===== config.mk =====
export PLATFORM = sky130hd
export DESIGN_NAME = vending_top
export DESIGN_NICKNAME = d
export VERILOG_FILES = /design/src/hw/vend_pkg.sv /design/src/hw/coin_if.sv /design/src/hw/coin_conditioner.sv /design/src/hw/credit_register.sv /design/src/hw/money_display.sv /design/src/hw/tick_timer.sv /design/src/hw/vend_fsm.sv /design/src/hw/vending_top.sv
export SDC_FILE = /design/constraint.sdc
export NUM_CORES = 1
export LEC_CHECK = 0
export BUFFER_PORTS_ARGS = -buffer_cell sky130_fd_sc_hd__buf_2
export CAP_MARGIN = 20
export CORE_MARGIN = 5
export CORE_UTILIZATION = 55
export CTS_CLUSTER_DIAMETER = 40
export DETAILED_ROUTE_END_ITERATION = 7
export PLACE_DENSITY = 0.77
export SYNTH_ARGS = -nofsm -noshare
export SYNTH_HDL_FRONTEND = slang
export SYNTH_SLANG_ARGS = --single-unit
export TNS_END_PERCENT = 1

===== constraint.sdc =====
create_clock -name clk -period 4.7 [get_ports clk]
set_clock_uncertainty 0.05 [all_clocks]
set_input_delay 0.705 -clock clk [delete_from_list [all_inputs] [get_ports clk]]
set_output_delay 0.705 -clock clk [all_outputs]
set_load 0.05 [all_outputs]

===== src/hw/vend_pkg.sv =====
`default_nettype none

package vend_pkg;

    // credit value range
    localparam int CREDIT_W = 8;
    localparam logic [CREDIT_W-1:0] CREDIT_MAX = 8'd99;

    // coin denominations
    localparam logic [7:0] COIN_5  = 8'd5;
    localparam logic [7:0] COIN_10 = 8'd10;
    localparam logic [7:0] COIN_50 = 8'd50;

    // price of drinks 0 to 3
    localparam logic [7:0] drink_price [4] = '{8'd20, 8'd25, 8'd30, 8'd60};

    typedef enum logic [1:0] {
        st_insert,
        st_vend,
        st_refund
    } vend_state_e;

    // credit register commands
    typedef enum logic [1:0] {
        op_none,
        op_add,
        op_deduct,
        op_clear
    } credit_op_e;

endpackage

`default_nettype wire


===== src/hw/coin_if.sv =====
`timescale 1ns/1ps
`default_nettype none

interface coin_if;

    // one-cycle pulses from the button conditioner
    logic coin_5;
    logic coin_10;
    logic coin_50;
    logic cancel;

    modport source (output coin_5, output coin_10, output coin_50, output cancel);

    modport sink (input coin_5, input coin_10, input coin_50, input cancel);

endinterface

`default_nettype wire


===== src/hw/coin_conditioner.sv =====
`timescale 1ns/1ps
`default_nettype none

module coin_conditioner #(
    parameter int DEBOUNCE_LEN = 4
) (
    input  logic clk,
    input  logic rst_op,
    input  logic sample_tick,
    input  logic btn_coin_5,
    input  logic btn_coin_10,
    input  logic btn_coin_50,
    input  logic btn_cancel,
    coin_if.source coins
);

    logic [3:0] btn_raw;
    logic [DEBOUNCE_LEN-1:0] shift_q [4];
    logic [3:0] level_db;
    logic [3:0] level_prev;
    logic [3:0] pulse_q;

    assign btn_raw = {btn_cancel, btn_coin_50, btn_coin_10, btn_coin_5};

    // debounced level needs every sample high
    always_comb begin
        for (int i = 0; i < 4; i++) begin
            level_db[i] = &shift_q[i];
        end
    end

    always_ff @(posedge clk) begin
        if (rst_op) begin
            for (int i = 0; i < 4; i++) begin
                shift_q[i] <= '0;
            end
            level_prev <= '0;
            pulse_q    <= '0;
        end else begin
            // sample only on the slow tick
            if (sample_tick) begin
                for (int i = 0; i < 4; i++) begin
                    shift_q[i] <= (shift_q[i] << 1) | DEBOUNCE_LEN'(btn_raw[i]);
                end
            end
            // edge detect runs every clock so the pulse is one cycle wide
            pulse_q    <= level_db & ~level_prev;
            level_prev <= level_db;
        end
    end

    assign coins.coin_5  = pulse_q[0];
    assign coins.coin_10 = pulse_q[1];
    assign coins.coin_50 = pulse_q[2];
    assign coins.cancel  = pulse_q[3];

endmodule

`default_nettype wire


===== src/hw/credit_register.sv =====
`timescale 1ns/1ps
`default_nettype none

module credit_register (
    input  logic clk,
    input  logic rst_op,
    input  vend_pkg::credit_op_e op,
    input  logic [vend_pkg::CREDIT_W-1:0] amount,
    output logic [vend_pkg::CREDIT_W-1:0] credit,
    output logic [3:0] led_affordable
);

    import vend_pkg::*;

    // one extra bit so the carry is visible
    logic [CREDIT_W:0] sum;

    assign sum = {1'b0, credit} + {1'b0, amount};

    always_ff @(posedge clk) begin
        if (rst_op) begin
            credit <= '0;
        end else begin
            unique case (op)
                op_add: begin
                    // saturate at the display limit
                    if (sum > CREDIT_MAX) begin
                        credit <= CREDIT_MAX;
                    end else begin
                        credit <= sum[CREDIT_W-1:0];
                    end
                end
                op_deduct: begin
                    if (amount > credit) begin
                        credit <= '0;
                    end else begin
                        credit <= credit - amount;
                    end
                end
                op_clear: credit <= '0;
                default:  credit <= credit;
            endcase
        end
    end

    // one LED per drink
    always_comb begin
        for (int i = 0; i < 4; i++) begin
            led_affordable[i] = (credit >= drink_price[i]);
        end
    end

endmodule

`default_nettype wire


===== src/hw/money_display.sv =====
`timescale 1ns/1ps
`default_nettype none

module money_display (
    input  logic clk,
    input  logic rst_op,
    input  logic scan_tick,
    input  logic [vend_pkg::CREDIT_W-1:0] credit,
    output logic [3:0] an,
    output logic [7:0] seg
);

    logic digit_sel;
    logic [3:0] tens;
    logic [3:0] ones;
    logic [3:0] digit;

    // active-low segments with dp in the lsb
    function automatic logic [7:0] seg_encode(input logic [3:0] d);
        case (d)
            4'd0:    seg_encode = 8'b00000011;
            4'd1:    seg_encode = 8'b10011111;
            4'd2:    seg_encode = 8'b00100101;
            4'd3:    seg_encode = 8'b00001101;
            4'd4:    seg_encode = 8'b10011001;
            4'd5:    seg_encode = 8'b01001001;
            4'd6:    seg_encode = 8'b01000001;
            4'd7:    seg_encode = 8'b00011111;
            4'd8:    seg_encode = 8'b00000001;
            4'd9:    seg_encode = 8'b00001001;
            default: seg_encode = 8'b01100000;
        endcase
    endfunction

    // credit never exceeds 99
    assign tens = 4'(credit / 10);
    assign ones = 4'(credit % 10);

    // 0 shows ones, 1 shows tens
    always_ff @(posedge clk) begin
        if (rst_op) begin
            digit_sel <= 1'b0;
        end else if (scan_tick) begin
            digit_sel <= ~digit_sel;
        end
    end

    assign an    = digit_sel ? 4'b1101 : 4'b1110;
    assign digit = digit_sel ? tens : ones;
    assign seg   = seg_encode(digit);

endmodule

`default_nettype wire


===== src/hw/tick_timer.sv =====
`timescale 1ns/1ps
`default_nettype none

module tick_timer #(
    parameter int DIV = 100_000
) (
    input  logic clk,
    input  logic rst_op,
    output logic tick
);

    localparam int CNT_W = (DIV > 1) ? $clog2(DIV) : 1;
    localparam logic [CNT_W-1:0] CNT_LAST = CNT_W'(DIV - 1);

    logic [CNT_W-1:0] cnt;

    // wraps at DIV-1
    always_ff @(posedge clk) begin
        if (rst_op) begin
            cnt <= '0;
        end else if (cnt == CNT_LAST) begin
            cnt <= '0;
        end else begin
            cnt <= cnt + 1'b1;
        end
    end

    // one cycle per period
    assign tick = (cnt == CNT_LAST);

endmodule

`default_nettype wire


===== src/hw/vend_fsm.sv =====
`timescale 1ns/1ps
`default_nettype none

module vend_fsm (
    input  logic clk,
    input  logic rst_op,
    coin_if.sink coins,
    input  logic [3:0] select,
    input  logic [vend_pkg::CREDIT_W-1:0] credit,
    output vend_pkg::credit_op_e op,
    output logic [vend_pkg::CREDIT_W-1:0] amount,
    output logic vend_valid,
    output logic [3:0] vend_drink,
    output logic refund_valid,
    output logic [vend_pkg::CREDIT_W-1:0] refund_amount
);

    import vend_pkg::*;

    vend_state_e state;
    logic [1:0] sel_idx;
    logic [CREDIT_W-1:0] sel_price;
    logic sel_ok;
    logic coin_hit;
    logic [CREDIT_W-1:0] coin_value;

    // lowest-numbered selected drink wins
    always_comb begin
        sel_idx = 2'd0;
        for (int i = 3; i >= 0; i--) begin
            if (select[i]) begin
                sel_idx = 2'(i);
            end
        end
    end

    assign sel_price = drink_price[sel_idx];
    assign sel_ok    = (|select) && (credit >= sel_price);
    assign coin_hit  = coins.coin_5 | coins.coin_10 | coins.coin_50;

    always_comb begin
        if (coins.coin_5) begin
            coin_value = COIN_5;
        end else if (coins.coin_10) begin
            coin_value = COIN_10;
        end else begin
            coin_value = COIN_50;
        end
    end

    // vend and refund last one cycle, then back to insert
    always_ff @(posedge clk) begin
        if (rst_op) begin
            state        <= st_insert;
            op           <= op_none;
            vend_valid   <= 1'b0;
            refund_valid <= 1'b0;
        end else begin
            state        <= st_insert;
            op           <= op_none;
            vend_valid   <= 1'b0;
            refund_valid <= 1'b0;
            if (state == st_insert) begin
                // cancel beats select beats coin
                if (coins.cancel) begin
                    state        <= st_refund;
                    refund_valid <= 1'b1;
                    op           <= op_clear;
                end else if (sel_ok) begin
                    state      <= st_vend;
                    vend_valid <= 1'b1;
                    op         <= op_deduct;
                end else if (coin_hit) begin
                    op <= op_add;
                end
            end
        end
    end

    // payload alongside the strobes
    always_ff @(posedge clk) begin
        if (state == st_insert) begin
            amount        <= sel_ok ? sel_price : coin_value;
            vend_drink    <= 4'b0001 << sel_idx;
            refund_amount <= credit;
        end
    end

endmodule

`default_nettype wire


===== src/hw/vending_top.sv =====
`timescale 1ns/1ps
`default_nettype none

module vending_top #(
    parameter int DEBOUNCE_DIV = 100_000,
    parameter int DEBOUNCE_LEN = 4,
    parameter int SCAN_DIV     = 100_000
) (
    input  logic clk,
    input  logic rst_op,
    input  logic btn_coin_5,
    input  logic btn_coin_10,
    input  logic btn_coin_50,
    input  logic btn_cancel,
    input  logic [3:0] select,
    output logic [7:0] seg,
    output logic [3:0] an,
    output logic [3:0] led_affordable,
    output logic vend_valid,
    output logic [3:0] vend_drink,
    output logic refund_valid,
    output logic [7:0] refund_amount
);

    import vend_pkg::*;

    logic sample_tick;
    logic scan_tick;
    credit_op_e op;
    logic [CREDIT_W-1:0] amount;
    logic [CREDIT_W-1:0] credit;

    coin_if coins ();

    // slow tick for button sampling
    tick_timer #(.DIV(DEBOUNCE_DIV)) i_sample_timer (
        .clk    (clk),
        .rst_op (rst_op),
        .tick   (sample_tick)
    );

    // digit multiplex rate
    tick_timer #(.DIV(SCAN_DIV)) i_scan_timer (
        .clk    (clk),
        .rst_op (rst_op),
        .tick   (scan_tick)
    );

    coin_conditioner #(.DEBOUNCE_LEN(DEBOUNCE_LEN)) i_coin_conditioner (
        .clk         (clk),
        .rst_op      (rst_op),
        .sample_tick (sample_tick),
        .btn_coin_5  (btn_coin_5),
        .btn_coin_10 (btn_coin_10),
        .btn_coin_50 (btn_coin_50),
        .btn_cancel  (btn_cancel),
        .coins       (coins)
    );

    vend_fsm i_vend_fsm (
        .clk           (clk),
        .rst_op        (rst_op),
        .coins         (coins),
        .select        (select),
        .credit        (credit),
        .op            (op),
        .amount        (amount),
        .vend_valid    (vend_valid),
        .vend_drink    (vend_drink),
        .refund_valid  (refund_valid),
        .refund_amount (refund_amount)
    );

    credit_register i_credit_register (
        .clk            (clk),
        .rst_op         (rst_op),
        .op             (op),
        .amount         (amount),
        .credit         (credit),
        .led_affordable (led_affordable)
    );

    money_display i_money_display (
        .clk       (clk),
        .rst_op    (rst_op),
        .scan_tick (scan_tick),
        .credit    (credit),
        .an        (an),
        .seg       (seg)
    );

endmodule

`default_nettype wire


==> results of run 1 <==
-- flip-flops by register name (all words and copies together), names as in the netlist --
name / count
i_coin_conditioner.level_prev: 4
i_sample_timer.cnt: 17
i_coin_conditioner.shift_q: 16
i_vend_fsm.amount: 6
i_credit_register.credit: 8
i_vend_fsm.refund_amount: 8
i_vend_fsm.vend_drink: 4
i_money_display.digit_sel: 1
i_vend_fsm.state: 2
i_vend_fsm.op: 2
i_scan_timer.cnt: 17
i_coin_conditioner.pulse_q: 4
-- path summary, 6_finish.rpt --
path | startpoint | to | slack, ps | depth (start not counted)
setup / recovery | i_credit_register.credit[6] | seg[3] | -350 | 18
hold / removal | i_coin_conditioner.level_prev[0] | i_coin_conditioner.pulse_q[0] | 350 | 1
setup reg to reg | i_credit_register.credit[1] | i_credit_register.credit[0] | 920 | 11
hold reg to reg | i_coin_conditioner.level_prev[0] | i_coin_conditioner.pulse_q[0] | 350 | 1
-- cells in the mapped netlist, types with 4 or more instances --
cell | instances | area (um^2)
nand2_1 | 43 | 161
dfxtp_1 | 55 | 1100
inv_1 | 30 | 113
nor2b_1 | 6 | 37.5
o21ai_0 | 15 | 75.1
nand4_1 | 14 | 87.6
a21oi_1 | 20 | 100
xnor2_1 | 14 | 123
and2_1 | 19 | 119
a211o_1 | 4 | 35.0
xor2_1 | 22 | 193
nand3_1 | 17 | 85.1
and3_1 | 7 | 43.8
o221ai_1 | 5 | 43.8
nor2_1 | 70 | 263
clkbuf_1 | 15 | 56.3
a21o_1 | 16 | 120
nor3_1 | 12 | 60.1
ha_1 | 25 | 313
a211oi_1 | 6 | 45.0
edfxtp_1 | 34 | 1020
or3_1 | 4 | 25.0
nand2b_1 | 7 | 43.8
a221oi_1 | 4 | 35.0
or2_2 | 6 | 37.5
-- what timing repair did --
item | in CTS | in global routing
pin swaps | 9 | 6
gates cloned | 1 | 0
resized for setup | 16 | 10
endpoints found under the setup margin | 8 | 8
buffers inserted | 3 | 0
-- cells in the final DEF, fill, tap and decap left out, drive strengths merged, types with 3 or more instances in the layout --
master   count
a2111oi      3
a211o        4
a211oi       9
a21o        16
a21oi       22
a221oi       5
and2        19
and3         8
and4         4
buf         64
clkbuf      11
clkinv       3
dfxtp       55
edfxtp      34
ha          25
inv         34
nand2       43
nand2b       7
nand3       17
nand4       14
nor2        71
nor2b        6
nor3        13
nor4         4
nor4b        3
o21a         3
o21ai       17
o21bai       3
o221ai       6
o311ai       4
o31a         3
o31ai        4
o41ai        3
or2          7
or3          4
xnor2       14
xor2        22
-- per-layer routing --
layer	vias to the layer above	routed length (um)	track usage, %
met5	-	0	0
met4	0	288	8.39
met3	31	586	4.74
met2	123	5820	36.9
met1	2049	4880	25.7
li1	2149	-	-
-- cells by family (layout without fill, tap and decap cells) --
| family | Yosys count | in the layout | share of synthesized area, % |
|---|---|---|---|
| AO/OA/AOI/OAI | 126 | 127 | 18.9 |
| flip-flops | 89 | 89 | 40.6 |
| multiplexers | 1 | 1 | 0.192 |
| buffers and inverters | 54 | 113 | 4.45 |
| adder cells (fa/ha/maj) | 27 | 27 | 6.75 |
| XOR/XNOR | 36 | 36 | 6.03 |
| other | 1 | 2 | 0.0718 |
| AND/OR/NAND/NOR | 230 | 230 | 23.0 |
-- layout make-up --
class / count / area [um^2]
clock buffers: 9 / 124
clock inverters: 7 / 95.1
fillers: 727 / 3150
inverters: 31 / 116
multi-input cells: 423 / 3040
flip-flops and latches: 89 / 2120
well taps: 129 / 161
repair buffers: 66 / 434
-- critical path: stages (launching register included) --
cell      delay, ps
dfxtp_2         340
nor2_4          120
inv_2            60
ha_4            270
o21ba_4         170
a211o_1         280
and3_4          190
o31a_4          270
or4b_4          490
a21o_1          190
a21oi_2         150
o221ai_2        150
xnor2_2         170
a21o_1          250
buf_4           160
ha_1            170
nand2b_1        160
o22ai_2         170
buf_6           180
-- metrics by stage --
stage	instances	hold slack, ps	utilization (%)	setup TNS (ps)	area, um^2
finish	754	350	65.9	-2250	6090
global route	754	357	65.9	-3830	6090
CTS	753	352	65.3	-2280	6040
detailed placement	733	333	62.0	-118	5730
global placement	733	331	62.0	0	5730
floorplan	565	324	-	-307	5320
==> impl_metrics.toml, run 1 <==
[route]
wire_per_inst_um = 15.4
route.vias.total = 4352
wl_um = 11600
drc = 0
ant_nets = 0
vias_per_cell = 5.77
dr.pass1.iters = 5
drtIter0Drc = 170

[synth]
synth_warnings = 0
synth-seq-area-share_pct = 40.6
syn_inst = 564
syn-cell-area_um2 = 5230
yosysUniqueCellTypes = 85
syn_avg_cell_area_um2 = 9.27
synth_seq_cells = 89
synthFlopType = "dfxtp_1"
synth_edf_count = 34
async_reset_ff_share_pct = 0

[final_layout]
syn_to_final_growth_pct = 16.6
drive_gt1_share_pct = 22.1
nets = 657
insertedDiodeCount = 0

[sta]
setup_viol = 8
fmax_mhz = 198
slew_viol_final = 0
finalWorstSetupSlack_ps = -354
hold_viol_final = 0
maxSlewHeadroom_pct = 52.6
layout_worst_path_cycle_share_pct = 108
period_needed_ps = 5050
tightest_slew_ps = 710
rsz0062_at_grt = "true"

[placement]
place_ws_ps = -69.3
gp_congestion = 0.951
hpwlAfterDp_um = 8330
io_buffers = 37

[critical_path]
crit_path_start_kind = "flip-flop"
arrival_ps = 4300
endpoint_kind = "output port"
cp_data_required_time_ps = 3940
cp_max_fo = 4
path_class = "reg2out"

[global_route]
first_global_vias = 4468
grt_antenna_before_repair = 0
grt_util_all_layers_pct = 21.3
grt_pass1_wl_um = 20300
grt_max_degree = 25
grt-ovfl-total = 0

[clock_network]
cts_tree = "built"
postCtsHoldBufs = 0
insertion_delay_ps = 350
cts_sinks = 89
cts.path.max_buffers = 2
numCtsBuffers = 9
cts_max_level = 3
path_clk_slew_ps = 90
cts-root-buf = "clkbuf_8"

[job]
maxCapViolations = 0

[floorplan]
fp.dieW_um = 107
core_um2 = 9240
num_rows = 35
die-area_um2 = 11600
ios = 40
initial_utilization_pct = 56.6
die_h_um = 107

[outcome]
outcome = "finished with violations"
failed_checks = "setup timing"

[worst_hold_path]
hp-class = "reg2reg"
Power of run 1 is left out: the tool's default activity adds up to more than one toggle a clock period on the data nets, which glitch-free logic cannot reach.
==> inputs of run 2 (changes only) <==
Settings changed: PLACE_DENSITY 0.77 to 0.87.
==> impl_metrics.toml, run 2 (synthesized netlist as in run 1, its figures left out) <==
[placement]
placed_area_um2 = 5740
io_buffers = 37
gp_congestion = 0.950
hpwlAfterDp_um = 8450

[route]
ant_nets = 0
drtIter0Drc = 233
vias_per_cell = 5.89
wire_per_inst_um = 15.7
route.vias.total = 4484
drc = 0
dr.pass1.iters = 5
wl_um = 12000

[sta]
period_needed_ps = 5120
maxSlewHeadroom_pct = 47.1
slew_viol_final = 0
setup_viol = 8
tightest_slew_ps = 792
rsz0062_at_grt = "true"
fmax_mhz = 195
hold_viol_final = 0
layout_worst_path_cycle_share_pct = 109
finalWorstSetupSlack_ps = -417

[floorplan]
die_h_um = 107
die-area_um2 = 11600
initial_utilization_pct = 56.6
core_um2 = 9240
num_rows = 35
fp.dieW_um = 107
ios = 40

[clock_network]
cts-root-buf = "clkbuf_8"
insertion_delay_ps = 370
cts_sinks = 89
cts_max_level = 3
cts_tree = "built"
path_clk_slew_ps = 100
numCtsBuffers = 9
cts.path.max_buffers = 2

[final_layout]
fill_cells = 675
regArea_um2 = 2120
insertedDiodeCount = 0
nets = 664
largestRegisters = "i_sample_timer.cnt: 17 flops, i_scan_timer.cnt: 17 flops, i_coin_conditioner.shift_q: 16 flops"
final_cell_mix = "nor2_1, dfxtp_1, nand2_1"
final_common_cell = "nor2_1"
multiInputGateArea_um2 = 3010
syn_to_final_growth_pct = 17.4
drive_gt1_share_pct = 22.9
final_area_um2 = 6130

[critical_path]
arrival_ps = 4360
endpoint_kind = "output port"
cp_data_required_time_ps = 3940
cp_max_fo = 18
path_class = "reg2out"
crit_path_start_kind = "flip-flop"

[job]
maxCapViolations = 0

[global_route]
grt_max_degree = 26
grt_antenna_before_repair = 0
grt_pass1_wl_um = 20100
grt_util_all_layers_pct = 21.1
grt-ovfl-total = 0
first_global_vias = 4411

[worst_hold_path]
hp-class = "reg2reg"

[outcome]
failed_checks = "setup timing"
outcome = "finished with violations"
==> run 2: changes by cell type in the layout (fill, tap and decap cells not counted), moves of 2 or more <==
cell,change
o21ai_1,-2
buf_6,+2
buf_2,-2
inv_6,+2
buf_4,+8
==> run 2: per-layer routing <==
layer	share of wire [%]	GRT usage (%)	routed length [um]
met5	0	0	0
met4	2.6	7.57	316
met3	6.2	4.86	743
met2	51	37.3	6080
met1	40	25.0	4830
==> run 2: layout make-up <==
| type | instances | area share, % |
|---|---|---|
| tap | 129 | 2.63 |
| multi-input combinational | 422 | 49.1 |
| timing repair buffer | 74 | 8.38 |
| sequential | 89 | 34.6 |
| inverter | 31 | 1.90 |
| clock buffer | 9 | 2.02 |
| clock inverter | 7 | 1.29 |
==> run 2: path summary, 6_finish.rpt <==
kind         cells after the start                             start                            end  slack, ps
max                             18       i_credit_register.credit[6]                         seg[5]       -420
min                              1  i_coin_conditioner.level_prev[1]  i_coin_conditioner.pulse_q[1]        350
max reg2reg                     11       i_credit_register.credit[1]    i_credit_register.credit[0]        770
min reg2reg                      1  i_coin_conditioner.level_prev[1]  i_coin_conditioner.pulse_q[1]        350
==> run 2: worst max-delay path: stages, from the launching register on <==
cell and delay (ps):
dfxtp_2 340, buf_4 130, buf_4 190, and3b_1 260, a21o_1 210, a31oi_1 270, buf_4 180, a211oi_1 80
o41ai_1 410, and2_1 240, a211oi_2 100, buf_4 160, buf_4 140, nor4_2 380, a211oi_4 80, buf_4 170
a211o_1 270, a21o_1 220, buf_6 150
==> run 2: through the flow <==
step                      util, %  setup WS, ps  setup TNS [ps]  hold slack [ps]  cells
final                        66.4          -417           -2690              346    761
after global routing         66.4          -561           -4030              364    761
after CTS                    65.8          -336           -1900              350    758
after detailed placement     62.1          -102            -174              336    734
after global placement       62.1          86.5               0              332    734
after floorplan                 -         -90.7            -307              324    565
==> run 2: repair_timing <==
item | 4_1_cts | 5_1_grt
cloned | 0 | 0
pin swaps | 11 | 5
endpoints found under the setup margin | 8 | 8
resized for setup | 23 | 8
setup buffers | 8 | 2
hold buffers | 0 | 0
Power of run 2 is left out for the same reason.
==> inputs of run 3 (changes only) <==
Settings changed: CORE_UTILIZATION 55 to 45, GPL_TIMING_DRIVEN set to 0, PLACE_DENSITY 0.87 to 0.75.
==> impl_metrics.toml, run 3 (synthesized netlist as in run 1, its figures left out) <==
[outcome]
outcome = "finished with violations"
failed_checks = "setup timing"

[critical_path]
cp_data_required_time_ps = 3940
arrival_ps = 4510
critPathSlowestCell = "or4b_4"
crit_path_cell_trace = "buf_6 -> nor2_4 -> inv_2 -> ha_4 -> o21ba_4 -> a211o_1 -> and3_4 -> o31a_4 -> or4b_4 -> a21o_1 -> a21oi_2 -> o221ai_2 -> xnor2_2 -> a21o_1 -> buf_4 -> ha_4 -> o21ai_1 -> a21bo_2 -> buf_6"
endpoint_kind = "output port"
cpPeakStageDelay_ps = 510
cp_max_fo = 10
crit_path_start_kind = "flip-flop"
path_class = "reg2out"

[sta]
slew_viol_final = 0
finalWorstSetupSlack_ps = -568
rsz0062_at_grt = "true"
maxSlewHeadroom_pct = 38.3
period_needed_ps = 5270
layout_worst_path_cycle_share_pct = 112
fmax_mhz = 190
hold_viol_final = 0
hold-worst-slack_ps = 338
tightest_slew_ps = 925
setup_viol = 8

[clock_network]
insertion_delay_ps = 340
cts-root-buf = "clkbuf_16"
cts_tree = "built"
cts_sinks = 89
path_clk_slew_ps = 60
postCtsHoldBufs = 0
numCtsBuffers = 9
cts_max_level = 3
cts.path.max_buffers = 2

[final_layout]
final_common_cell = "nor2_1"
insertedDiodeCount = 0
fill_cells = 1031
multiInputGateArea_um2 = 3000
regArea_um2 = 2130
drive_gt1_share_pct = 18.9
fin_cells = 771
syn_to_final_growth_pct = 17.1
nets = 660
largestRegisters = "i_sample_timer.cnt: 17 flops, i_scan_timer.cnt: 17 flops, i_coin_conditioner.shift_q: 16 flops"
final_cell_mix = "nor2_1, dfxtp_1, nand2_1"
fin_util_pct = 53.6

[route]
drtIter0Drc = 274
wire_per_inst_um = 15.1
route.vias.total = 4376
drc = 0
ant_nets = 0
vias_per_cell = 5.68
dr.pass1.iters = 5
wl_um = 11600

[global_route]
grt_util_all_layers_pct = 16.7
first_global_vias = 4297
grt_max_degree = 26
grt_pass1_wl_um = 19700
grt_antenna_before_repair = 0
grt-ovfl-total = 0

[placement]
hpwlAfterDp_um = 8460
gp_congestion = 0.925
placedCellCount = 745
place_ws_ps = -486
io_buffers = 37

[floorplan]
die-area_um2 = 13900
fp.dieW_um = 118
initial_utilization_pct = 45.8
num_rows = 39
die_h_um = 118
ios = 40
core_um2 = 11400

[worst_hold_path]
hp-class = "reg2reg"

[job]
maxCapViolations = 0
==> run 3: changes by cell type in the layout (fill, tap and decap cells not counted), moves of 3 or more <==
| cell | previous run | this run |
|---|---|---|
| buf_4 | 36 | 11 |
| clkbuf_8 | 9 | 0 |
| buf_6 | 7 | 11 |
| buf_2 | 29 | 32 |
| clkbuf_16 | 0 | 9 |
| clkbuf_1 | 0 | 16 |
==> run 3: area by class of cell <==
class / instances / share of cell area (%)
buffer: 23 / 2.00
clock buffer: 10 / 3.74
clock inverter: 6 / 0.654
inverter: 31 / 1.90
multi-input combinational: 422 / 49.0
sequential: 89 / 34.8
tap: 143 / 2.92
timing repair buffer: 47 / 4.99
==> run 3: critical path: cells and delay by family, from the launching register on <==
family | cells | cell delay (ps)
AOI/OAI and AO/OA | 9 | 1840
and+or+nand+nor | 3 | 810
buffers and inverters | 4 | 500
adders and majority gates | 2 | 500
DFF | 1 | 340
xor gates and xnor gates | 1 | 180
==> run 3: worst paths after layout <==
check,start,endpoint,slack (ps),cells after the start
min,i_coin_conditioner.level_prev[0],i_coin_conditioner.pulse_q[0],340,1
max reg2reg,i_credit_register.credit[1],i_credit_register.credit[0],1000,11
min reg2reg,i_coin_conditioner.level_prev[0],i_coin_conditioner.pulse_q[0],340,1
max,i_credit_register.credit[5],seg[6],-570,19
==> run 3: metal layers <==
metal	up-vias	GRT usage, %	wire, um
li1	2153	-	-
met5	-	0	0
met1	2047	20.2	5110
met2	149	28.4	5620
met4	0	6.02	335
met3	27	4.57	585
==> run 3: what timing repair did <==
| action | CTS | global route |
|---|---|---|
| pin swaps | 8 | 7 |
| hold endpoints to repair | 0 | 0 |
| gates resized for setup | 20 | 5 |
| setup buffers | 7 | 1 |
| endpoints found under the setup margin | 8 | 8 |
==> run 3: per-stage QoR <==
| stage | TNS (ps) | area, um^2 |
|---|---|---|
| global placement | -1830 | 5690 |
| finish | -4130 | 6120 |
| floorplan | -307 | 5320 |
| detailed placement | -2650 | 5690 |
| CTS | -3860 | 6070 |
| global route | -5950 | 6120 |
Power of run 3 is left out for the same reason.
